### config.mk
export PLATFORM = sky130hd
export DESIGN_NAME = wb_decoder
export DESIGN_NICKNAME = d
export VERILOG_FILES = /design/src/source/wb_bus_pkg.sv /design/src/source/wb_decoder.sv
export SDC_FILE = /design/constraint.sdc
export NUM_CORES = 1
export LEC_CHECK = 0
export ABC_AREA = 1
export BUFFER_PORTS_ARGS = -buffer_cell sky130_fd_sc_hd__buf_2
export CAP_MARGIN = 25
export CORE_MARGIN = 3
export CORE_UTILIZATION = 30
export DETAILED_ROUTE_END_ITERATION = 6
export PLACE_DENSITY = 0.89
export SLEW_MARGIN = 20
export SYNTH_ARGS = -nofsm -noshare
export SYNTH_HDL_FRONTEND = slang
export SYNTH_SLANG_ARGS = --single-unit
### constraint.sdc
create_clock -name vclk -period 0.85
set_input_delay 0.085 -clock vclk [all_inputs]
set_output_delay 0.085 -clock vclk [all_outputs]
set_load 0.02 [all_outputs]
### src/source/wb_bus_pkg.sv
//====================================================================
// wishbone bus package
// bus widths and the memory map of the board fabric, shared by the
// decoder, the slaves and the top level
//====================================================================
package wb_bus_pkg;

   // bus geometry
   localparam int ADR_W = 16;                   // byte address
   localparam int DAT_W = 16;                   // data word
   localparam int SEL_W = DAT_W / 8;            // byte lanes

   // RAM slave, 8K words by default
   localparam int RAM_ADR_BITS_DEF = 13;

   // RAM answers whenever the top two address bits are clear
   localparam logic [1:0] RAM_REGION_TAG = 2'b00;

   // display block, eight bytes, matched on bits 15..3
   localparam logic [ADR_W-1:0] DISP_BASE = 16'hFF40;

   // word offsets inside the display block
   localparam logic [1:0] DISP_REG0_OFS = 2'd0;   // digits 0,1
   localparam logic [1:0] DISP_REG1_OFS = 2'd1;   // digits 2,3
   localparam logic [1:0] DISP_BTN_OFS  = 2'd2;   // buttons, read only

endpackage

### src/source/wb_decoder.sv
//====================================================================
// wishbone address decoder
// turns the master address into slave strobes, merges the slave
// acks and muxes the read data back to the master
//====================================================================
module wb_decoder
(
   input  logic [wb_bus_pkg::ADR_W-1:0]  wb_adr_i,   // master byte address
   input  logic                          wb_cyc_i,
   input  logic                          wb_stb_i,
   output logic                          ram_stb_o,  // RAM region select
   output logic                          disp_stb_o, // display block select
   input  logic                          ram_ack_i,
   input  logic                          disp_ack_i,
   input  logic [wb_bus_pkg::DAT_W-1:0]  ram_dat_i,
   input  logic [wb_bus_pkg::DAT_W-1:0]  disp_dat_i,
   output logic                          wb_ack_o,   // to the master
   output logic [wb_bus_pkg::DAT_W-1:0]  wb_dat_o
);

   import wb_bus_pkg::*;

   logic ram_hit;
   logic disp_hit;
   logic bus_req;

   assign bus_req = wb_cyc_i & wb_stb_i;

   // lower quarter of the map is RAM
   assign ram_hit  = (wb_adr_i[ADR_W-1 -: 2] == RAM_REGION_TAG);
   // eight byte window for the display
   assign disp_hit = (wb_adr_i[ADR_W-1:3] == DISP_BASE[ADR_W-1:3]);

   assign ram_stb_o  = bus_req & ram_hit;
   assign disp_stb_o = bus_req & disp_hit;

   // nothing answers outside the map, the master waits forever
   assign wb_ack_o = ram_ack_i | disp_ack_i;

   // and-or mux, zero when no slave is selected
   assign wb_dat_o = ({DAT_W{ram_stb_o}}  & ram_dat_i)
                   | ({DAT_W{disp_stb_o}} & disp_dat_i);

   // the memory map must keep the regions apart
   always_comb
   begin
      a_one_slave: assert (!(ram_stb_o && disp_stb_o));
   end

endmodule

==> results of run 1 <==
==> cells by family after synthesis <==
| family | after synthesis |
|---|---|
| simple gates | 70 |
| buf+inv | 9 |
==> through the flow <==
stage / setup slack, ns / cells
global placement: -0.217 / 165
floorplan: -0.0265 / 79
detailed placement: -0.268 / 165
==> reports/qor.yml, run 1 <==
logic_synthesis:
  synthDistinctLibCells: 14
  synth_top_area_frac: 0.340
  ys_warn_count: 0
  synth_area_leader_cell: "nand2_1"
  synth-xor-area-share: 0
  synthSimpleGateAreaFrac: 0.853
  synthCells: 79
  synth_compound_area_frac: 0
  ys_seq_area_frac: 0
  synth.area.top_cells: "nand2_1, nand3_2, nand3_1, nor2_1, nor2_4"
  synthAdderAreaFrac: 0
  syn_area_per_cell_um2: 5.59
  synth.area.mux_share: 0
  syn_area_um2: 442
  synth_top_family_by_area: "simple AND/OR/NAND/NOR gates"
  synth_nets: 131
  yosysMostFrequentCell: "nand2_1"
  synth_common_cells: "nand2_1, nand3_2, nand3_1, nor2_1, inv_1"
clock_network:
  cts_hold_buf: 0
  post_cts.repair.setup_buffers: 5
  cts.repair.resized: 62
die:
  fp.dieH_um: 44.4
  initial_core_util: 0.331
  die_w_um: 44.4
  floorplan.rows: 13
  io_pins: 71
place:
  gp_congestion: 0.654
  dp_hpwl_um: 1490
  io_buffers: 68
  place_area_mm2: 0.00101
outcome:
  error: "[ERROR DPL-0033] detailed placement checks failed during check placement."
  run_status: "did not finish"
  stop_stage: "clock tree synthesis (4_1_cts)"
==> run 2: changes to the inputs <==
--- a/config.mk
+++ b/config.mk
@@ -8,10 +8,10 @@
 export ABC_AREA = 1
 export BUFFER_PORTS_ARGS = -buffer_cell sky130_fd_sc_hd__buf_2
 export CAP_MARGIN = 25
-export CORE_MARGIN = 3
-export CORE_UTILIZATION = 30
+export CORE_AREA = 3 3 64 66
 export DETAILED_ROUTE_END_ITERATION = 6
-export PLACE_DENSITY = 0.89
+export DIE_AREA = 0 0 67 69
+export PLACE_DENSITY_LB_ADDON = 0.15
 export SLEW_MARGIN = 20
 export SYNTH_ARGS = -nofsm -noshare
 export SYNTH_HDL_FRONTEND = slang
==> run 2 against run 1 <==
The flow now finishes, with violations (setup timing). Area after synthesis did not move. Synthesized cell count did not move.
==> reports/qor.yml, run 2 <==
grt:
  grt_first_pass_wirelength_um: 3050
  grt_max_degree: 9
  antenna_found_initial: 0
  track_usage: 0.0780
  grt_pass1_vias: 777
  grt_overflow: 0
power_and_ir_drop:
  p_leak_nw: 0.663
  peakVddDrop_mv: 0.138
  p_seq_frac: 0
  powerDensity_mw_per_mm2: 249
  clock_power_share: 0
  combPwrFrac: 1.000
  switchingPower_mw: 0.148
  swShare: 0.450
  power.total_mw: 0.330
  intPower_mw: 0.181
die:
  die_area_mm2: 0.00462
  initial_core_util: 0.122
  fp.dieH_um: 69
  die_w_um: 67
  core_mm2: 0.00363
  io_pins: 71
  floorplan.rows: 22
worst_setup_path:
  worstSetupEndpointType: "primary output"
  cp_max_fo: 4
  cp_data_required_time_ns: 0.76
  arrival_ns: 0.95
  crit_type: "input pin to primary output"
  crit_path_start_kind: "input pin"
logic_synthesis:
  synth_top_area_frac: 0.340
  synth_nets: 131
  synth_common_cells: "nand2_1, nand3_2, nand3_1, nor2_1, inv_1"
  syn_area_per_cell_um2: 5.59
  synthDistinctLibCells: 14
  synthCells: 79
  synth_area_leader_cell: "nand2_1"
  syn_area_um2: 442
  ys_warn_count: 0
  yosysMostFrequentCell: "nand2_1"
  synth.area.top_cells: "nand2_1, nand3_2, nand3_1, nor2_1, nor2_4"
  ys_seq_area_frac: 0
route:
  met1Wirelength_um: 719
  drc_errors: 0
  drt_iter0_drc: 11
  highest_layer: "met3"
  routedWlPerCell_um: 9.66
  totalWireLength_um: 1950
  ant_nets: 0
  firstDrtPassIters: 2
  met2_length_um: 953
  viasPerCell: 3.87
  num_vias: 782
  dr_wl_met3_um: 277
finish:
  mostFrequentLayoutCells: "buf_2, buf_6, nand2_1"
  final_area_mm2: 0.00132
  diodes: 0
  final_common_cell: "buf_2"
  areaGrowthSynthToFinish_pct: 200
  seq_cell_count: 0
  fillers: 390
  final-seq-area_um2: 0
  layout.nets: 208
  clockBufferCount: 0
  drive_above_1_share: 0.760
min_path:
  min_path_type: "input pin to primary output"
outcome:
  run_status: "complete, but fails checks"
  violations: "setup timing"
sta:
  rsz0062_at_grt: "true"
  max-slew-margin-rel: 0.847
  fmax_mhz: 965
  hold_viol: 0
  setup_viol: 17
  hold_slack_ns: 0.462
  period_minus_slack_ns: 1.04
  fin_ws_ns: -0.186
  tns_ns: -2.84
  drv_slew: 0
  tightest_slew_ns: 0.229
  post-route-period-util: 1.22
place:
  io_buffers: 68
  dp_hpwl_um: 1690
  place_area_mm2: 0.00108
  gp_congestion: 0.687
  place_ws_ns: -0.264
run:
  drv_cap: 0
## run 2: cell counts after synthesis
Identical to the previous run, type by type.
## run 2: worst max-delay path, stage by stage
cell	delay, ns
buf_6	0.10
buf_6	0.11
nor3_4	0.23
buf_4	0.18
nand2_1	0.08
nand2_4	0.06
buf_6	0.11
## run 2: metal layers
| layer | vias up | track usage |
|---|---|---|
| met4 | 0 | 0 |
| met3 | 0 | 0.00814 |
| met5 | - | 0 |
| met2 | 54 | 0.152 |
| met1 | 325 | 0.0938 |
| li1 | 403 | - |
## run 2: through the flow
stage	cells	util
6_report	202	0.364
3_5_place_dp	201	0.298
5_1_grt	202	0.364
3_3_place_gp	201	0.298
2_1_floorplan	79	-
4_1_cts	204	0.360
## run 2: cell families (layout without fill, tap and decap cells)
kind of cell | Yosys count | in the layout | share of synthesized area
AND/OR/NAND/NOR | 70 | 70 | 0.853
buffers and inverters | 9 | 84 | 0.147
## run 2: power groups by stage
stage / clock network (mW) / registers, mW / logic [mW]
after floorplan: 0 / 0 / 0.0846
after global placement: 0 / 0 / 0.255
after detailed placement: 0 / 0 / 0.260
after CTS: 0 / 0 / 0.332
after global routing: 0 / 0 / 0.357
final: 0 / 0 / 0.330
## run 2: worst paths after layout
| check | from | end | slack [ns] | cells after the start |
|---|---|---|---|---|
| max | wb_adr_i[15] | wb_dat_o[10] | -0.19 | 7 |
| min | ram_dat_i[1] | wb_dat_o[1] | 0.46 | 4 |
## run 2: timing repair
item / CTS / global route
endpoints found under the setup margin: 17 / 18
pin swaps: 11 / 6
hold endpoints to repair: 0 / 0
gates cloned: 1 / 0
hold buffers: 0 / 0
buffers inserted: 2 / 0
gates resized for setup: 55 / 9
## run 2: area by class of cell
cell class / count / area [um2] / area share
Timing Repair Buffer: 78 / 644 / 0.487
Multi-Input combinational cell: 70 / 597 / 0.451
Tap cell: 48 / 60.1 / 0.0454
Inverter: 6 / 22.5 / 0.0170
(Power assumes the default switching activity.)
