==> src/source/board_pkg.sv <==
//====================================================================
// board package
// seven segment display, button and tick divider constants
//====================================================================
package board_pkg;

   // segment scanner
   localparam int DIGITS = 6;                   // digits on the board
   localparam int SEG_W  = 8;                   // seven segments plus dot

   // lines are active low, all ones means dark
   localparam logic [SEG_W-1:0] SEG_BLANK = 8'hFF;

   // push buttons
   localparam int BTN_W = 4;

   // tick dividers for a 50 MHz bus clock
   localparam int US_DIV_DEF = 50;              // clocks per microsecond
   localparam int MS_DIV_DEF = 1000;            // microseconds per millisecond

endpackage

==> src/source/tick_gen.sv <==
//====================================================================
// tick generator
// divides the bus clock into one cycle microsecond and millisecond
// enable pulses for the display scanner
//====================================================================
module tick_gen
#(
   parameter int US_DIV = board_pkg::US_DIV_DEF,  // clocks per us tick
   parameter int MS_DIV = board_pkg::MS_DIV_DEF   // us ticks per ms tick
)
(
   input  logic   wb_clk,
   input  logic   reset_i,
   output logic   us_tick_o,                    // one cycle every US_DIV clocks
   output logic   ms_tick_o                     // one cycle every MS_DIV us ticks
);

   localparam int US_CW = $clog2(US_DIV + 1);
   localparam int MS_CW = $clog2(MS_DIV + 1);

   logic [US_CW-1:0] us_cnt;                    // clock prescaler
   logic [MS_CW-1:0] ms_cnt;                    // counts us ticks
   logic             us_wrap;
   logic             ms_wrap;

   assign us_wrap = (us_cnt == US_CW'(US_DIV - 1));
   assign ms_wrap = (ms_cnt == MS_CW'(MS_DIV - 1));

   // both pulses are registered at the same edge, so the ms tick
   // always lands on a us tick cycle
   always_ff @(posedge wb_clk)
   begin
      if (reset_i)
      begin
         us_cnt    <= '0;
         ms_cnt    <= '0;
         us_tick_o <= 1'b0;
         ms_tick_o <= 1'b0;
      end
      else
      begin
         us_tick_o <= us_wrap;
         ms_tick_o <= us_wrap & ms_wrap;       // last us of the ms
         us_cnt    <= us_wrap ? '0 : us_cnt + 1'b1;
         if (us_wrap)
            ms_cnt <= ms_wrap ? '0 : ms_cnt + 1'b1;
      end
   end

   // chained counters stay aligned
   a_ms_on_us: assert property (@(posedge wb_clk) disable iff (reset_i)
      ms_tick_o |-> us_tick_o);

endmodule

==> config.mk <==
export PLATFORM = sky130hd
export DESIGN_NAME = tick_gen
export DESIGN_NICKNAME = d
export VERILOG_FILES = /design/src/source/board_pkg.sv /design/src/source/tick_gen.sv
export SDC_FILE = /design/constraint.sdc
export NUM_CORES = 1
export LEC_CHECK = 0
export BUFFER_PORTS_ARGS = -buffer_cell sky130_fd_sc_hd__buf_2
export CAP_MARGIN = 5
export CORE_ASPECT_RATIO = 1.4
export CORE_MARGIN = 1
export CORE_UTILIZATION = 39
export DETAILED_ROUTE_END_ITERATION = 12
export PLACE_DENSITY_LB_ADDON = 0.12
export SLEW_MARGIN = 20
export SYNTH_ARGS = -nofsm -noshare
export SYNTH_HDL_FRONTEND = slang
export SYNTH_SLANG_ARGS = --single-unit
export TNS_END_PERCENT = 100
==> constraint.sdc <==
create_clock -name wb_clk -period 3.1 [get_ports wb_clk]
set_input_delay 0.62 -clock wb_clk [delete_from_list [all_inputs] [get_ports wb_clk]]
set_output_delay 0.62 -clock wb_clk [all_outputs]
set_load 0.05 [all_outputs]
== Word-level counts from Yosys, hierarchy flattened ==
Cells that the tools add are included.
Storage, ports and cells
  logic and storage cells: 11
  bits in registers: 18
  output and inout bits: 2
  input bits: 2
Cells by class
  add/subtract/negate cells: 2
  muxes and demuxes: 1
  bitwise operators: 1
  reduce and logical (&&, ||, !) cells: 1
  eq/ne operators: 2
Operators by type and width (number)
  adder 10 x 1 -> 10 bit (second input constant): 1
  equality test 10 bit (second input constant): 1
  two-way mux 10 bit: 1
  adder 6 x 1 -> 6 bit (second input constant): 1
  equality test 6 bit (second input constant): 1
  OR reduction 2 bit: 1
  bitwise AND 1 bit: 1

== Depth between registers and ports, before layout ==
  depth in word-level cells: 2
  mapped depth: 6
  depth with buffers taken out: 6

== Worst setup path after synthesis ==
Ideal clock, no wire load.
  kind: register to register
  start: reg ms_cnt[0]
  end: reg ms_cnt[0]
  stages on the path, launching flop included: 6
  setup time: 0.114 ns
  arrival: 1.348 ns
  data required time: 2.986 ns
  path slack: 1.638 ns
  period minus slack after synthesis: 1.462 ns
  path through: dfxtp_1 ha_1 nand4bb_1 or3_4 nor4b_4 a21o_1
On the way
  cells in the longest elaborated chain, start to end: 2
RTL lines
  from (decl): RTL line tick_gen.sv:22  | logic [MS_CW-1:0] ms_cnt;
  from (signal assigned): RTL line tick_gen.sv:46  | ms_cnt <= ms_wrap ? '0 : ms_cnt + 1'b1;
  adder 10 x 1 -> 10 bit or equality test 10 bit (tied branches): RTL line tick_gen.sv:46, tick_gen.sv:27
  two-way mux 10 bit *: RTL line tick_gen.sv:46
Every way passes the cells marked *; elsewhere a longest branch is shown, timed or not.
A chain may end at the register's enable or synchronous reset.

== Final worst setup path ==
  start: reg ms_cnt[0]
  end: reg ms_cnt[4]
The elaborated chain is that of the path after synthesis.

==> results.yml <==
routing:
  drc: 0
  drt_iter0_drc: 6
  via_per_inst: 5.32
  vias: 591
  drtAntennaViolNets: 0
  first_pass_iters: 4
  drt_wl_total_mm: 1.37
  wl_per_cell_um: 12.3
worst_setup_path:
  worstPathRequired_ns: 3.28
  worstSetupPathType: "register to register"
  setup.worst_path.start: "ms_cnt[0]$_SDFFE_PP0P_"
  critPathBufInv: 0
  critPathTopFamily: "simple AND/OR/NAND/NOR gates"
  reg2reg_depth: 5
  cpPeakStageDelay_ns: 0.47
  r2r_setup_slack_ns: 1.49
  setup.worst_path.start_class: "register"
  crit_end: "ms_cnt[4]$_SDFFE_PP0P_"
  cp.arrival_ns: 1.79
  cp_slowest_cell: "dfxtp_1"
  r2r-start: "ms_cnt[0]$_SDFFE_PP0P_"
  r2r-end: "ms_cnt[4]$_SDFFE_PP0P_"
  path_cells: "ha_1 -> nand4bb_1 -> or3_4 -> o21bai_4 -> nor2_1"
  worst-path-stages: 5
  cp_max_fo: 7
  cp-end-kind: "register"
place:
  gp_congestion: 0.701
  io_buffers: 3
  place_ws_ns: 1.49
  hpwl_mm: 1.05
  dpl_cell_area_um2: 865
outcome:
  status: "completed"
synthesis:
  yosysTopAreaCell: "dfxtp_1"
  yosysWarnings: 0
  ys_top_cells_by_area: "dfxtp_1 (43%), xnor2_1 (8.4%), nor3_1 (6.0%)"
  avgSynthCellArea_um2: 9.70
  syn_area_um2: 835
  synth_cell_type_count: 25
  synthesis.nets: 91
  synth-seq-cells: 18
  yosysTopAreaCellShare: 0.432
  netlist_instances: 86
  synth_seq_area_share: 0.432
grt:
  track_usage: 0.137
  grt_overflow: 0
  grt_pass1_vias: 530
  grt_pass1_wl_mm: 2.24
  antenna_found_initial: 0
  grt_max_degree: 14
clock_network:
  clk_pin_slew_ns: 0.09
  postCtsSetupBuffers: 0
  clockRootBuffer: "clkbuf_4"
  cts_resized: 0
  clk_path_buf_depth: 2
  tritoncts: "done"
  insertion_delay_ns: 0.28
  cts_inserted_buffers: 3
  cts_sinks: 18
  cts_max_level: 1
  hold_buffers: 0
power_and_ir_drop:
  leakage_nw: 0.340
  vdd_drop_max_mv: 0.298
  p_per_area_mw_per_mm2: 410
sta:
  maxSlewHeadroom: 0.785
  fin_ws_ns: 1.49
  slew_violations: 0
  setup_viol: 0
  worstMarginPinSlew_ns: 0.319
  hold_viol: 0
  rsz0062_at_grt: "no"
  fin_crit_ns: 1.61
  tns_ns: 0
  max_freq_mhz: 621
  fin_skew_ns: 0.00371
  finalCritPeriodShare: 0.520
die:
  ios: 4
  core_area_mm2: 0.00200
  die_w_um: 41.1
  die_y_um: 56.7
  die-area_mm2: 0.00233
  initial_core_util: 0.418
  fp-row-count: 19
worst_hold_path:
  hold_path_depth: 2
  hold_class: "register to register"
finish:
  final_net_count: 97
  layout_common_cells: "dfxtp_1 (18), nor2_1 (11), nor3_1 (10), xnor2_1 (8), nand3_1 (7)"
  drive_gt1_frac: 0.133
  design_area_um2: 887
  final_core_util: 0.444
  diodes: 0
  fillers: 201
  area_growth_pct: 6.30
  final_common_cell: "dfxtp_1"
  regArea_um2: 360
  multi_input_area_um2: 452
job:
  drv_cap: 0
==> where the power goes <==
group	total, mW	switching (mW)	leakage [nW]	internal, mW
logic	0.0154	0.00823	0.181	0.00712
clock network	0.111	0.0657	0.0138	0.0451
registers	0.238	0.00348	0.146	0.234
==> worst min-delay path by stage <==
stage / start / end / slack (ns)
global placement: us_cnt[0]$_SDFF_PP0_ / us_cnt[0]$_SDFF_PP0_ / 0.48
detailed placement: ms_cnt[1]$_SDFFE_PP0P_ / ms_cnt[1]$_SDFFE_PP0P_ / 0.49
floorplan: us_cnt[0]$_SDFF_PP0_ / us_cnt[0]$_SDFF_PP0_ / 0.46
global route: us_cnt[0]$_SDFF_PP0_ / us_cnt[0]$_SDFF_PP0_ / 0.52
finish: ms_cnt[1]$_SDFFE_PP0P_ / ms_cnt[1]$_SDFFE_PP0P_ / 0.50
CTS: ms_cnt[1]$_SDFFE_PP0P_ / ms_cnt[1]$_SDFFE_PP0P_ / 0.50
==> state kept, by name (all words and copies together) (netlist names) <==
name,flops
ms_cnt,10
ms_tick_o,1
us_cnt,6
us_tick_o,1
==> final cells by class <==
cell class / instances / share of cell area
multi-input cells: 63 / 0.509
flip-flops and latches: 18 / 0.406
well taps: 21 / 0.0296
clock buffers: 3 / 0.0254
repair buffers: 3 / 0.0169
inverters: 3 / 0.0127
==> Yosys cell counts <==
library cell  count
dfxtp_1          18
nor2_1           11
nor3_1           10
xnor2_1           8
nand3_1           7
xor2_1            4
ha_1              3
inv_1             3
nand2_1           3
nor4_1            3
nand4_1           2
a21o_1            1
a21oi_1           1
and2_1            1
and3_1            1
and4bb_2          1
buf_4             1
clkbuf_1          1
nand2_2           1
nand3b_1          1
nand4b_4          1
nand4bb_1         1
nor4b_4           1
o21bai_4          1
or3_4             1
==> worst reg2reg max path, cell delays in order, from the launching register on <==
cell and delay, ns:
dfxtp_1 0.47, ha_1 0.25, nand4bb_1 0.12, or3_4 0.38, o21bai_4 0.21, nor2_1 0.07
==> kinds of logic (layout without fill, tap and decap cells) <==
kind of cell    count (synthesis)  in the layout  share of synthesized area
compound gates                  3              3                     0.0375
buf+inv                         5              9                     0.0270
xor+xnor                       12             12                      0.126
simple gates                   45             45                      0.333
fa+ha+maj                       3              3                     0.0450
flops                          18             18                      0.432
==> through the flow <==
step                      std cells  hold WS, ns  total power [mW]
after global routing            111        0.516             0.379
after global placement          108        0.476             0.259
final                           111        0.500             0.364
after CTS                       111        0.504             0.370
after detailed placement        108        0.490             0.259
after floorplan                  86        0.457             0.255
==> per-layer routing <==
metal,up-vias,track usage,share of wire
li1,311,-,-
met1,273,0.176,0.48
met2,3,0.210,0.49
met3,4,0.0237,0.013
met4,0,0.0691,0.018
met5,-,0,0
No activity file was read; power rests on OpenSTA's default activity.
