`src/source/board_pkg.sv`:
```
//====================================================================
// board package
// seven segment display, button and tick divider constants
//====================================================================
package board_pkg;

   // segment scanner
   localparam int DIGITS = 6;                   // digits on the board
   localparam int SEG_W  = 8;                   // seven segments plus dot

   // lines are active low, all ones means dark
   localparam logic [SEG_W-1:0] SEG_BLANK = 8'hFF;

   // push buttons
   localparam int BTN_W = 4;

   // tick dividers for a 50 MHz bus clock
   localparam int US_DIV_DEF = 50;              // clocks per microsecond
   localparam int MS_DIV_DEF = 1000;            // microseconds per millisecond

endpackage

```
`src/source/wb_bus_pkg.sv`:
```
//====================================================================
// wishbone bus package
// bus widths and the memory map of the board fabric, shared by the
// decoder, the slaves and the top level
//====================================================================
package wb_bus_pkg;

   // bus geometry
   localparam int ADR_W = 16;                   // byte address
   localparam int DAT_W = 16;                   // data word
   localparam int SEL_W = DAT_W / 8;            // byte lanes

   // RAM slave, 8K words by default
   localparam int RAM_ADR_BITS_DEF = 13;

   // RAM answers whenever the top two address bits are clear
   localparam logic [1:0] RAM_REGION_TAG = 2'b00;

   // display block, eight bytes, matched on bits 15..3
   localparam logic [ADR_W-1:0] DISP_BASE = 16'hFF40;

   // word offsets inside the display block
   localparam logic [1:0] DISP_REG0_OFS = 2'd0;   // digits 0,1
   localparam logic [1:0] DISP_REG1_OFS = 2'd1;   // digits 2,3
   localparam logic [1:0] DISP_BTN_OFS  = 2'd2;   // buttons, read only

endpackage

```
`src/source/wb_display.sv`:
```
//====================================================================
// display slave
// two writable digit registers, a read only button register and a
// six digit multiplexed seven segment scanner
//====================================================================
module wb_display
(
   input  logic                          wb_clk,
   input  logic                          reset_i,
   input  logic [1:0]                    wb_adr_i,   // word offset in the block
   input  logic [wb_bus_pkg::DAT_W-1:0]  wb_dat_i,
   output logic [wb_bus_pkg::DAT_W-1:0]  wb_dat_o,
   input  logic                          wb_we_i,
   input  logic                          wb_stb_i,   // decoded, cyc included
   output logic                          wb_ack_o,
   input  logic                          ms_tick_i,  // digit step enable
   input  logic [board_pkg::BTN_W-1:0]   btn_i,
   output logic [board_pkg::SEG_W-1:0]   seg_o,      // active low segments
   output logic [board_pkg::DIGITS-1:0]  dig_sel_o   // active low digit select
);

   import wb_bus_pkg::*;
   import board_pkg::*;

   localparam int DIG_W = $clog2(DIGITS);

   logic [DAT_W-1:0] disp_reg0;                 // digits 1:0
   logic [DAT_W-1:0] disp_reg1;                 // digits 3:2
   logic [DIG_W-1:0] dig_idx;                   // digit being lit

   // no wait states on this slave
   assign wb_ack_o = wb_stb_i;

   // register writes land at the acknowledging edge
   always_ff @(posedge wb_clk)
   begin
      if (reset_i)
      begin
         disp_reg0 <= '0;
         disp_reg1 <= '0;
      end
      else if (wb_stb_i & wb_we_i)
      begin
         case (wb_adr_i)
            DISP_REG0_OFS: disp_reg0 <= wb_dat_i;
            DISP_REG1_OFS: disp_reg1 <= wb_dat_i;
            default: ;                          // buttons are read only
         endcase
      end
   end

   // read mux, unused offsets read as zero
   always_comb
   begin
      case (wb_adr_i)
         DISP_REG0_OFS: wb_dat_o = disp_reg0;
         DISP_REG1_OFS: wb_dat_o = disp_reg1;
         DISP_BTN_OFS:  wb_dat_o = {{(DAT_W - BTN_W){1'b0}}, btn_i};
         default:       wb_dat_o = '0;
      endcase
   end

   // scan order 0, 5, 4, 3, 2, 1, 0 ...
   always_ff @(posedge wb_clk)
   begin
      if (reset_i)
         dig_idx <= '0;
      else if (ms_tick_i)
      begin
         if (dig_idx == '0)
            dig_idx <= DIG_W'(DIGITS - 1);      // wrap to the top digit
         else
            dig_idx <= dig_idx - 1'b1;
      end
   end

   // segment lines are active low, so bytes go out inverted
   always_comb
   begin
      case (dig_idx)
         DIG_W'(0): seg_o = ~disp_reg0[7:0];
         DIG_W'(1): seg_o = ~disp_reg0[15:8];
         DIG_W'(2): seg_o = ~disp_reg1[7:0];
         DIG_W'(3): seg_o = ~disp_reg1[15:8];
         default:   seg_o = SEG_BLANK;          // digits 4,5 stay dark
      endcase
   end

   // one low bit on the current digit
   assign dig_sel_o = ~(DIGITS'(1) << dig_idx);

   a_dig_range: assert property (@(posedge wb_clk) disable iff (reset_i)
      int'(dig_idx) < DIGITS);

endmodule

```
`config.mk`:
```
export PLATFORM = sky130hd
export DESIGN_NAME = wb_display
export DESIGN_NICKNAME = d
export VERILOG_FILES = /design/src/source/board_pkg.sv /design/src/source/wb_bus_pkg.sv /design/src/source/wb_display.sv
export SDC_FILE = /design/constraint.sdc
export NUM_CORES = 1
export LEC_CHECK = 0
export BUFFER_PORTS_ARGS = -buffer_cell sky130_fd_sc_hd__buf_2
export CAP_MARGIN = 25
export CORE_UTILIZATION = 55
export DETAILED_ROUTE_END_ITERATION = 10
export PLACE_DENSITY = 0.81
export SLEW_MARGIN = 0
export SYNTH_ARGS = -nofsm -noshare
export SYNTH_HDL_FRONTEND = slang
export SYNTH_SLANG_ARGS = --single-unit
```
`constraint.sdc`:
```
create_clock -name wb_clk -period 2 [get_ports wb_clk]
set_input_delay 0.2 -clock wb_clk [delete_from_list [all_inputs] [get_ports wb_clk]]
set_output_delay 0.2 -clock wb_clk [all_outputs]
set_load 0.05 [all_outputs]
```
Word-level counts from Yosys, hierarchy flattened
Cells that the tools add are included.
{"block": "op_classes", "mul": 0, "div": 0, "n_bitwise": 6, "eq_ne": 5, "add_sub_neg": 1, "reduce_logical": 4, "order_cmp": 0, "n_shift": 1, "mux": 3}
{"cell": "$pmux 16 s3", "count": 1}
{"cell": "$not 8->8", "count": 4}
{"cell": "$pmux 8 s4", "count": 1}
{"cell": "$eq 3x2->1 const B", "count": 2}
{"cell": "$not 6->6", "count": 1}
{"cell": "$shl 1x3->6 const A", "count": 1}
{"cell": "$reduce_and 2->1", "count": 2}
{"cell": "$eq 3x1->1 const B", "count": 1}
{"cell": "$logic_not 3->1", "count": 1}
{"cell": "$mux 3", "count": 1}
{"cell": "$sub 3x1->3 const B", "count": 1}
{"cell": "$eq 2x1->1 const B", "count": 1}
{"cell": "$eq 2x2->1 const B", "count": 1}
{"cell": "$logic_not 2->1", "count": 1}
{"cell": "$and 1x1->1", "count": 1}
{"block": "word_totals", "word_cells": 23, "out_inout_bits": 31, "regBits": 35, "mem_bits_ro": 0, "input_bits": 27, "mem_bits_rw": 0, "latch_bits": 0, "mem_count": 0}

Logic depth before layout (Yosys ltp)
Gate-level depths: netlist of run 1.
{"block": "logic_depth", "word_depth": 2, "ltp_mapped": 6, "depth_no_buf": 3}

Least setup slack after synthesis of run 1
OpenSTA, ideal clock, no wires.
{"block": "synth_timing", "kind": "input to output", "from": "input port wb_adr_i[0]", "to": "output port wb_dat_o[0] (netlist name)", "n_path_buf": 2, "cell_stages": 3, "arrival_ns": 1.631, "t_required_ns": 1.800, "slack_ns": 0.169, "path_cell_list": "buf_6 -> buf_2 -> o21ai_0"}
{"block": "synth_between", "elab_chain_cells": 2, "elab_cells_between_ends": 4, "classes_between": "2 x eq/ne; 1 x mux; 1 x reduce/logical"}
{"element": "from (decl)", "line": "wb_display.sv:10", "rtl": "input logic [1:0] wb_adr_i,"}
{"element": "$eq 2x2->1, or another cell as far along", "line": "wb_display.sv:55", "rtl": "case (wb_adr_i)"}
{"element": "$pmux 16 s3 (*)", "line": "wb_display.sv:55"}
{"element": "to (decl)", "line": "wb_display.sv:12", "rtl": "output logic [wb_bus_pkg::DAT_W-1:0] wb_dat_o,"}
Mark *: on every way between the ends. The rest lies on a longest branch, timed or not.

Final worst setup path of run 1
{"block": "layout_timing", "from": "register dig_idx[0]", "to": "output port seg_o[4] (netlist name)"}
{"block": "layout_between", "elab_chain_cells": 2, "elab_cells_between_ends": 5, "classes_between": "3 x eq/ne; 1 x mux; 1 x reduce/logical"}
{"element": "from (decl)", "line": "wb_display.sv:29", "rtl": "logic [DIG_W-1:0] dig_idx;"}
{"element": "from (signal assigned)", "line": "wb_display.sv:71", "rtl": "dig_idx <= DIG_W'(DIGITS - 1);"}
{"element": "from (signal assigned)", "line": "wb_display.sv:73", "rtl": "dig_idx <= dig_idx - 1'b1;"}
{"element": "$eq 3x2->1, or another cell as far along", "line": "wb_display.sv:80", "rtl": "case (dig_idx)"}
{"element": "$pmux 8 s4 (*)", "line": "wb_display.sv:80"}
{"element": "to (decl)", "line": "wb_display.sv:18", "rtl": "output logic [board_pkg::SEG_W-1:0] seg_o,"}
Marks and branches as above.

==> key figures, run 1 <==
Pwr
  – Internal: 1.11 mW
  – Switch Pwr: around 0.43 mW
  – Worst vdd ir: 0.489 mV
  – Flop pwr share: 0.486
  – Comb power frac: 0.169
  – Clock Power Share: 0.344
  – Cell Pwr Density: between 600 and 700 mW/mm2
  – Power, Total: 1.54 mW
  – Sw Share: 0.282
  – Leak: 0.876 nW

Global route
  – Grt total ovfl: 0
  – Initial antenna violation count: 0
  – Largest net degree at the start of global routing: 36
  – Met1 usage: 0.271
  – M2 GR Usage: 0.451
  – Gr busiest metal: met2
  – Tot GR Track Use: 0.249
  – Vias in the first global route: 1525
  – First-pass GRT wire length: around 6.7 mm
  – Met3 Usage GRT: 0.0789

Clock network
  – Htree depth: 2
  – Clock sink count: 35
  – Reg clk slew, reported paths: 110 ps
  – Latest clock arrival within the worst-skew pair: 330 ps
  – Gates resized, CTS repair: 3
  – Cts bufs inserted: 5
  – CTS max path bufs: 2
  – # hold bufs at CTS: 0
  – Setup bufs post-CTS: 0
  – CTS tree: yes
  – Root Buffer: clkbuf_4

Hold path
  – Hold Crit Depth: 3
  – Min-Delay Path Class: in2reg
  – Min-delay src: wb_dat_i[14]

Worst setup path
  – Cell count along the critical path: 3
  – Number of buffers and inverters on the critical path: 1
  – Largest delay share family, worst path: multiplexers
  – Worst Path Max Fanout: 9
  – Crit. End Element: primary output
  – R2R depth: 4
  – Beginning of the worst register-to-register path: dig_idx[0]
  – Critical Path Max Stage Delay: 520 ps
  – Worst Path Required: 1800 ps
  – Setup CP Type: reg2out
  – Max stage delay cell, worst path: mux4_2
  – Startpoint Class: register
  – Critical Path Start: dig_idx[0]
  – CP Cell Sequence: mux4_2 > nand2b_1 > buf_2
  – Arr. time, crit path: 1700 ps

Synth
  – FF+latch count, synth: 35
  – Synthesized netlist cell count: 224
  – Most used DFF post-synth: dfxtp_1
  – Ys Warns: 0
  – Most frequent cell after synthesis: nand2_1
  – Cell variety after synth: 27
  – Top cells by area, synth: dfxtp_1, nand2_1, mux4_2, mux2i_1, a21oi_1
  – Yosys top cell by area: dfxtp_1
  – Top cells by count, synth: nand2_1, dfxtp_1, a21oi_1, mux2i_1, nor2_1
  – Ys async rst share: 0
  – Mapped Avg Cell Area: 8.55 um2
  – Post-Syn Nets: between 200 and 300
  – Post-synthesis cell area: roughly 0.0019 mm2
  – Post-synth top area share: 0.366
  – Register area share after synthesis: 0.366
  – Post-synth EDFFs: 0

Die
  – Die area: 0.00372 mm2
  – Initial Utilization: 0.574
  – Die Wd: 61.0 um
  – FP Rows: 21
  – Core ar.: between 0.003 and 0.004 mm2
  – I/O Pins: 58
  – Die height: 61.0 um

Cells and area
  – Final Non-Filler Cells: between 300 and 400
  – P&R area growth vs syn: 16.5%
  – Proportion of layout cells with a drive suffix above 1: 0.349
  – Nets: 298
  – Antenna diodes: 0
  – Design area: 0.00223 mm2

Status
  – Status: finished, final reports clean

STA
  – Setup violations, final: 0
  – Period utilisation layout: 0.951
  – Fmax: 526 MHz
  – Setup slack after layout: 99.0 ps
  – RSZ-0062 raised after global routing: no
  – Fin. max-slew vios: 0
  – Final Critical Period: 1900 ps
  – Final Hold Vio Count: 0
  – Final setup TNS: 0 ps
  – Slew headroom: 0.520
  – Clock Skews: between 0.02 and 0.03 ps
  – Slew @ Worst Pin: 719 ps

Placed design
  – Post-DP Area: 0.00214 mm2
  – Placed wire-length estimate: 2.88 mm
  – GPL Wtd Cong: 0.757
  – Setup slack at placement: between 150 and 200 ps
  – Placed instance count: 310
  – Number of port buffers: 57

Flow run
  – Max Cap Viol: 0

Route
  – Vias: 1673
  – Antenna Nets Post-Route: 0
  – Routed WL: 4.17 mm
  – Avg WL per Cell: approximately 13 um
  – Via-to-Cell Ratio: around 5.3
  – DRC: 0
  – First-pass DRT Iterations: 6
  – Iteration-0 DRC Markers: 62
## power groups by stage
stage          clock network (mW)  registers [mW]  logic (mW)
5_1_grt                     0.582           0.754       0.282
2_1_floorplan                   0           0.742       0.223
3_3_place_gp                    0           0.764       0.260
4_1_cts                     0.541           0.750       0.262
6_report                    0.530           0.749       0.261
3_5_place_dp                    0           0.766       0.262
## sequential cells by signal, indices dropped and copies added, names as in the netlist
register	count
dig_idx	3
disp_reg0	16
disp_reg1	16
## layout make-up
cell class,instances,area (um2)
multi-input cells,168,1060
flip-flops and latches,35,706
fillers,292,1110
clock buffers,6,51.3
well taps,46,57.6
clock inverters,2,35.0
repair buffers,61,315
## metal layers
| layer | vias up | part of all wire |
|---|---|---|
| met4 | 0 | 0.0084 |
| met5 | - | 0 |
| met3 | 4 | 0.060 |
| met1 | 766 | 0.42 |
| met2 | 55 | 0.51 |
| li1 | 848 | - |
## tightest hold or removal path, delay by kind of cell
kind | cells | cell delay [ps]
buf+inv | 1 | 100
simple gates | 1 | 50
compound gates | 1 | 50
## per-stage QoR
step / hold WS (ps) / utilization
after floorplan: 327 / -
after global placement: 454 / 0.641
after detailed placement: 456 / 0.641
after CTS: 93.7 / 0.668
after global routing: 78.1 / 0.668
final: 100 / 0.668
## cells in the final DEF (no fill, tap or decap), drive strengths merged
cell	n
nand3b	2
clkinv	1
nor3b	1
or3	1
nor2	15
nand2b	10
a21oi	33
mux4	8
nor2b	1
and4bb	1
nand2	69
buf	61
bufinv	1
clkbuf	6
mux2i	16
and4b	1
dfxtp	35
xnor2	1
or3b	2
a32oi	1
nand4bb	1
o21ai	4
nand4b	1
## cell families (layout without fill, tap and decap cells)
logic type / count (synthesis) / count (layout) / synth area share
compound gates: 38 / 38 / 0.121
xor+xnor: 1 / 1 / 0.00458
buf+inv: 21 / 69 / 0.0778
flops: 35 / 35 / 0.366
mux: 24 / 24 / 0.178
simple gates: 105 / 105 / 0.253
## worst paths after layout
path | endpoint | slack (ps)
setup reg to reg | dig_idx[2] | 820
hold / removal | disp_reg0[14] | 100
hold reg to reg | disp_reg0[0] | 470
setup / recovery | seg_o[4] | 100
(Power assumes the default switching activity.)
==> run 2: changes to the inputs <==
- CORE_UTILIZATION: 55 -> 37
- PLACE_DENSITY: 0.81 -> 0.57
==> run 2 against run 1 <==
  * Sequential power shrank 0.7%
  * First-iteration DRC count unchanged
  * Power down 1.6%
  * Maximum frequency shrank 0.22%
  * Critical path type unchanged
==> key figures, run 2 (same netlist as run 1, synthesis figures left out) <==
Cells and area
  – P&R area growth vs syn: 17.9%
  – Core Util, Final: 0.466
  – Nets: 299
  – Design area: 0.00226 mm2
  – Most frequent cells in the layout: nand2_1, buf_2, dfxtp_1
  – Antenna diodes: 0
  – Commonest non-fill, non-tap cell in the layout: nand2_1
  – Top flop regs: disp_reg0: 16 flops, disp_reg1: 16 flops, dig_idx: 3 flops
  – Proportion of layout cells with a drive suffix above 1: 0.341

STA
  – Fin. max-slew vios: 0
  – Setup violations, final: 0
  – Final Critical Period: roughly 1900 ps
  – RSZ-0062 raised after global routing: no
  – Final Hold Vio Count: 0
  – Slew @ Worst Pin: approximately 760 ps
  – Final setup TNS: 0 ps
  – Fmax: 525 MHz
  – Period utilisation layout: 0.953
  – Slew headroom: 0.496
  – Clock Skews: around 0.21 ps

Route
  – Antenna Nets Post-Route: 0
  – Via-to-Cell Ratio: 4.83
  – Avg WL per Cell: 13.8 um
  – First-pass DRT Iterations: 4
  – Routed WL: 4.69 mm
  – DRC: 0
  – Vias: about 1600
  – Iteration-0 DRC Markers: 62

Worst setup path
  – Critical Path Max Stage Delay: 520 ps
  – Worst Path Max Fanout: 14
  – Largest delay share family, worst path: multiplexers
  – Number of buffers and inverters on the critical path: 2
  – Reg-to-Reg End: dig_idx[2]
  – Startpoint Class: register
  – Cell count along the critical path: 4
  – R2R Setup Slk: 910 ps
  – Max stage delay cell, worst path: mux4_2
  – CP Cell Sequence: buf_4 > mux4_2 > nand2b_1 > buf_2
  – Setup CP Type: reg2out
  – Beginning of the worst register-to-register path: dig_idx[0]
  – Worst Path Required: approximately 1800 ps
  – R2R depth: 4
  – Crit. End Element: primary output
  – Arr. time, crit path: 1710 ps

Flow run
  – Max Cap Viol: 0

Clock network
  – CTS tree: yes
  – Setup bufs post-CTS: 0
  – Root Buffer: clkbuf_8
  – Cts bufs inserted: 5
  – Latest clock arrival within the worst-skew pair: 280 ps
  – Reg clk slew, reported paths: roughly 70 ps
  – # hold bufs at CTS: 0
  – Htree depth: 2
  – CTS max path bufs: 2
  – Clock sink count: 35

Hold path
  – Min-Delay Path Class: in2reg
  – Hold Crit Depth: 3
  – Worst min-delay path endpoint: disp_reg1[1]
  – Min-delay src: wb_dat_i[1]

Global route
  – First-pass GRT wire length: 7.60 mm
  – Grt total ovfl: 0
  – Largest net degree at the start of global routing: 36
  – Initial antenna violation count: 0
  – Tot GR Track Use: 0.188
  – Vias in the first global route: between 1500 and 2000

Pwr
  – Clock Power Share: 0.329
  – Cell Pwr Density: 672 mW/mm2
  – Leak: between 0.8 and 0.9 nW
  – Comb power frac: 0.180
  – Sw Share: 0.302
  – Internal: 1.06 mW
  – Flop pwr share: 0.491
  – Switch Pwr: 0.458 mW
  – Worst vdd ir: 0.382 mV

Die
  – Die Wd: 73.9 um
  – FP Rows: 25
  – Core ar.: 0.00485 mm2
  – I/O Pins: 58
  – Die height: between 70 and 80 um
  – Initial Utilization: 0.395
  – Die area: 0.00547 mm2

Placed design
  – GPL Wtd Cong: between 0.7 and 0.8
  – Post-DP Area: 0.00217 mm2
  – Placed wire-length estimate: 3.15 mm
  – Number of port buffers: 57

Status
  – Status: finished, final reports clean
==> run 2: timing repair <==
action                                  4_1_cts  5_1_grt
endpoints found under the setup margin        2        1
gates resized for setup                       1        1
pin swaps                                     0        0
==> run 2: power by group through the flow <==
stage          clock (mW)  sequential [mW]  combinational, mW
2_1_floorplan           0            0.742              0.223
3_3_place_gp            0            0.761              0.275
3_5_place_dp            0            0.761              0.276
4_1_cts             0.507            0.745              0.276
5_1_grt             0.540            0.749              0.294
6_report            0.499            0.744              0.273
==> run 2: worst min-delay path, cell delays in order <==
cell	delay (ps)
buf_2	110
nand2_2	50
a21oi_2	40
==> run 2: final cells by class <==
cell class / instances / area, um2
Timing Repair Buffer: 62 / 325
Fill cell: 500 / 2590
Multi-Input combinational cell: 168 / 1060
Clock buffer: 7 / 76.3
Clock inverter: 1 / 5.00
Sequential cell: 35 / 702
Tap cell: 67 / 83.8
==> run 2: stage by stage <==
stage | hold WS (ps) | setup slack (ps) | cells | total power [mW]
floorplan | 327 | 169 | 224 | 0.965
global placement | 457 | 308 | 332 | 1.04
detailed placement | 458 | 317 | 332 | 1.04
CTS | 149 | 64.0 | 340 | 1.53
global route | 158 | 0.635 | 340 | 1.58
finish | 152 | 94.8 | 340 | 1.52
==> run 2: worst max path at each step <==
stage | startpoint | end | slack, ps
5_1_grt | dig_idx[0] | seg_o[1] | 0.6
6_report | dig_idx[0] | seg_o[2] | 90
3_3_place_gp | dig_idx[1] | seg_o[4] | 310
3_5_place_dp | dig_idx[1] | seg_o[2] | 320
4_1_cts | dig_idx[0] | seg_o[2] | 60
2_1_floorplan | wb_adr_i[0] | wb_dat_o[0] | 170
==> run 2: routing by layer <==
metal	share of wire	vias up	track usage
li1	-	850	-
met1	0.46	747	0.235
met2	0.48	37	0.316
met3	0.043	8	0.0379
met4	0.016	0	0.0812
met5	0	-	0
==> run 3: changes to the inputs <==
==> constraint.sdc (replaced) <==
create_clock -name wb_clk -period 2 [get_ports wb_clk]
set_input_delay 0.2 -clock wb_clk [delete_from_list [all_inputs] [get_ports wb_clk]]
set_output_delay 0.2 -clock wb_clk [all_outputs]
set_load 0.1 [all_outputs]
==> run 3 against run 2 <==
  * Combinational power increased by 53%
  * Register-to-register slack got worse by 100 ps
  * Setup slack improved by 18 ps
  * First-iteration DRC count increased by 37%
  * Clock-buffer cell count unchanged
  * Critical path depth unchanged
  * Largest power group unchanged
==> key figures, run 3 (same netlist as run 1, synthesis figures left out) <==
Status
  – Status: finished, final reports clean

Clock network
  – # hold bufs at CTS: 0
  – Htree depth: 2
  – Reg clk slew, reported paths: approximately 70 ps
  – CTS tree: yes
  – Cts bufs inserted: 5
  – CTS max path bufs: 2
  – Clock sink count: 35
  – Latest clock arrival within the worst-skew pair: about 300 ps
  – Root Buffer: clkbuf_8

Cells and area
  – Nets: 302
  – Most frequent cells in the layout: nand2_1, buf_2, dfxtp_1
  – Antenna diodes: 0
  – P&R area growth vs syn: 30.8%
  – Core Util, Final: 0.517
  – Commonest non-fill, non-tap cell in the layout: nand2_1
  – Proportion of layout cells with a drive suffix above 1: 0.366
  – Top flop regs: disp_reg0: 16 flops, disp_reg1: 16 flops, dig_idx: 3 flops
  – Design area: 0.00250 mm2

Die
  – Initial Utilization: 0.395
  – Core ar.: 0.00485 mm2
  – FP Rows: 25
  – Die height: around 74 um
  – I/O Pins: 58
  – Die Wd: about 74 um
  – Die area: 0.00547 mm2

Route
  – Via-to-Cell Ratio: 4.87
  – Routed WL: 4.73 mm
  – Vias: 1670
  – DRC: 0
  – Antenna Nets Post-Route: 0
  – First-pass DRT Iterations: 4
  – Iteration-0 DRC Markers: 85
  – Avg WL per Cell: about 14 um

Worst setup path
  – Worst Path Required: approximately 1800 ps
  – Startpoint Class: register
  – Worst Path Max Fanout: 10
  – Crit. End Element: primary output
  – Arr. time, crit path: between 1500 and 2000 ps
  – Setup CP Type: reg2out

STA
  – Period utilisation layout: 0.944
  – Final Hold Vio Count: 0
  – Setup slack after layout: 112 ps
  – Slew @ Worst Pin: 758 ps
  – Fmax: roughly 530 MHz
  – Slew headroom: 0.494
  – Setup violations, final: 0
  – Clock Skews: ~5.1 ps
  – Final Critical Period: ~1900 ps
  – RSZ-0062 raised after global routing: no
  – Final setup TNS: 0 ps
  – Final hold slack: approximately 150 ps
  – Fin. max-slew vios: 0

Flow run
  – Max Cap Viol: 0

Global route
  – Vias in the first global route: 1666
  – Initial antenna violation count: 0
  – Tot GR Track Use: 0.195
  – Grt total ovfl: 0
  – First-pass GRT wire length: slightly below 8 mm
  – Largest net degree at the start of global routing: 36

Pwr
  – Switch Pwr: about 0.56 mW
  – Worst vdd ir: 0.345 mV
  – Internal: between 1 and 1.5 mW
  – Comb power frac: 0.252
  – Cell Pwr Density: 660 mW/mm2
  – Leak: just under 1 nW
  – Sw Share: 0.336
  – Flop pwr share: 0.446
  – Clock Power Share: 0.302

Placed design
  – Placed wire-length estimate: roughly 3.3 mm
  – Setup slack at placement: 355 ps
  – Number of port buffers: 57
  – Post-DP Area: 0.00242 mm2
  – GPL Wtd Cong: 0.755

Hold path
  – Min-Delay Path Class: in2reg
run 3: worst max-delay path, stage by stage, from the launching register on:
cell,delay (ps)
dfxtp_1,530
buf_4,230
mux4_2,300
nand2b_1,140
buf_12,190
run 3: layer usage:
| metal | global-route usage | vias to the layer above | part of all wire |
|---|---|---|---|
| met5 | 0 | - | 0 |
| met4 | 0.0962 | 0 | 0.020 |
| met3 | 0.0407 | 8 | 0.049 |
| met2 | 0.340 | 47 | 0.50 |
| met1 | 0.228 | 764 | 0.43 |
| li1 | - | 851 | - |
run 3: final cells by class:
class | instances | area [um2]
Clock buffer | 7 | 76.3
Clock inverter | 1 | 5.00
Fill cell | 495 | 2340
Multi-Input combinational cell | 168 | 1080
Sequential cell | 35 | 701
Tap cell | 67 | 83.8
Timing Repair Buffer | 65 | 559
run 3: worst paths after layout:
path / startpoint / end / slack (ps) / depth (start not counted)
max: dig_idx[1] / seg_o[6] / 110 / 4
min: wb_dat_i[12] / disp_reg0[12] / 150 / 3
max reg2reg: dig_idx[1] / dig_idx[2] / 810 / 4
min reg2reg: disp_reg0[4] / disp_reg0[4] / 470 / 2
run 3: timing repair:
item / 4_1_cts / 5_1_grt
setup endpoints to repair: 0 / 1
gates resized for setup: 0 / 1
setup buffers: 0 / 0
endpoints found under the hold margin: 0 / 0
run 3: power groups by stage:
stage / logic, mW / registers [mW] / clock network [mW]
2_1_floorplan: 0.312 / 0.742 / 0
3_3_place_gp: 0.418 / 0.752 / 0
3_5_place_dp: 0.419 / 0.753 / 0
4_1_cts: 0.420 / 0.737 / 0.511
5_1_grt: 0.442 / 0.741 / 0.531
6_report: 0.417 / 0.737 / 0.500
run 3: through the flow:
step                      power, mW  std cells
final                          1.65        343
after global routing           1.71        343
after CTS                      1.67        343
after detailed placement       1.17        335
after global placement         1.17        335
after floorplan                1.05        224
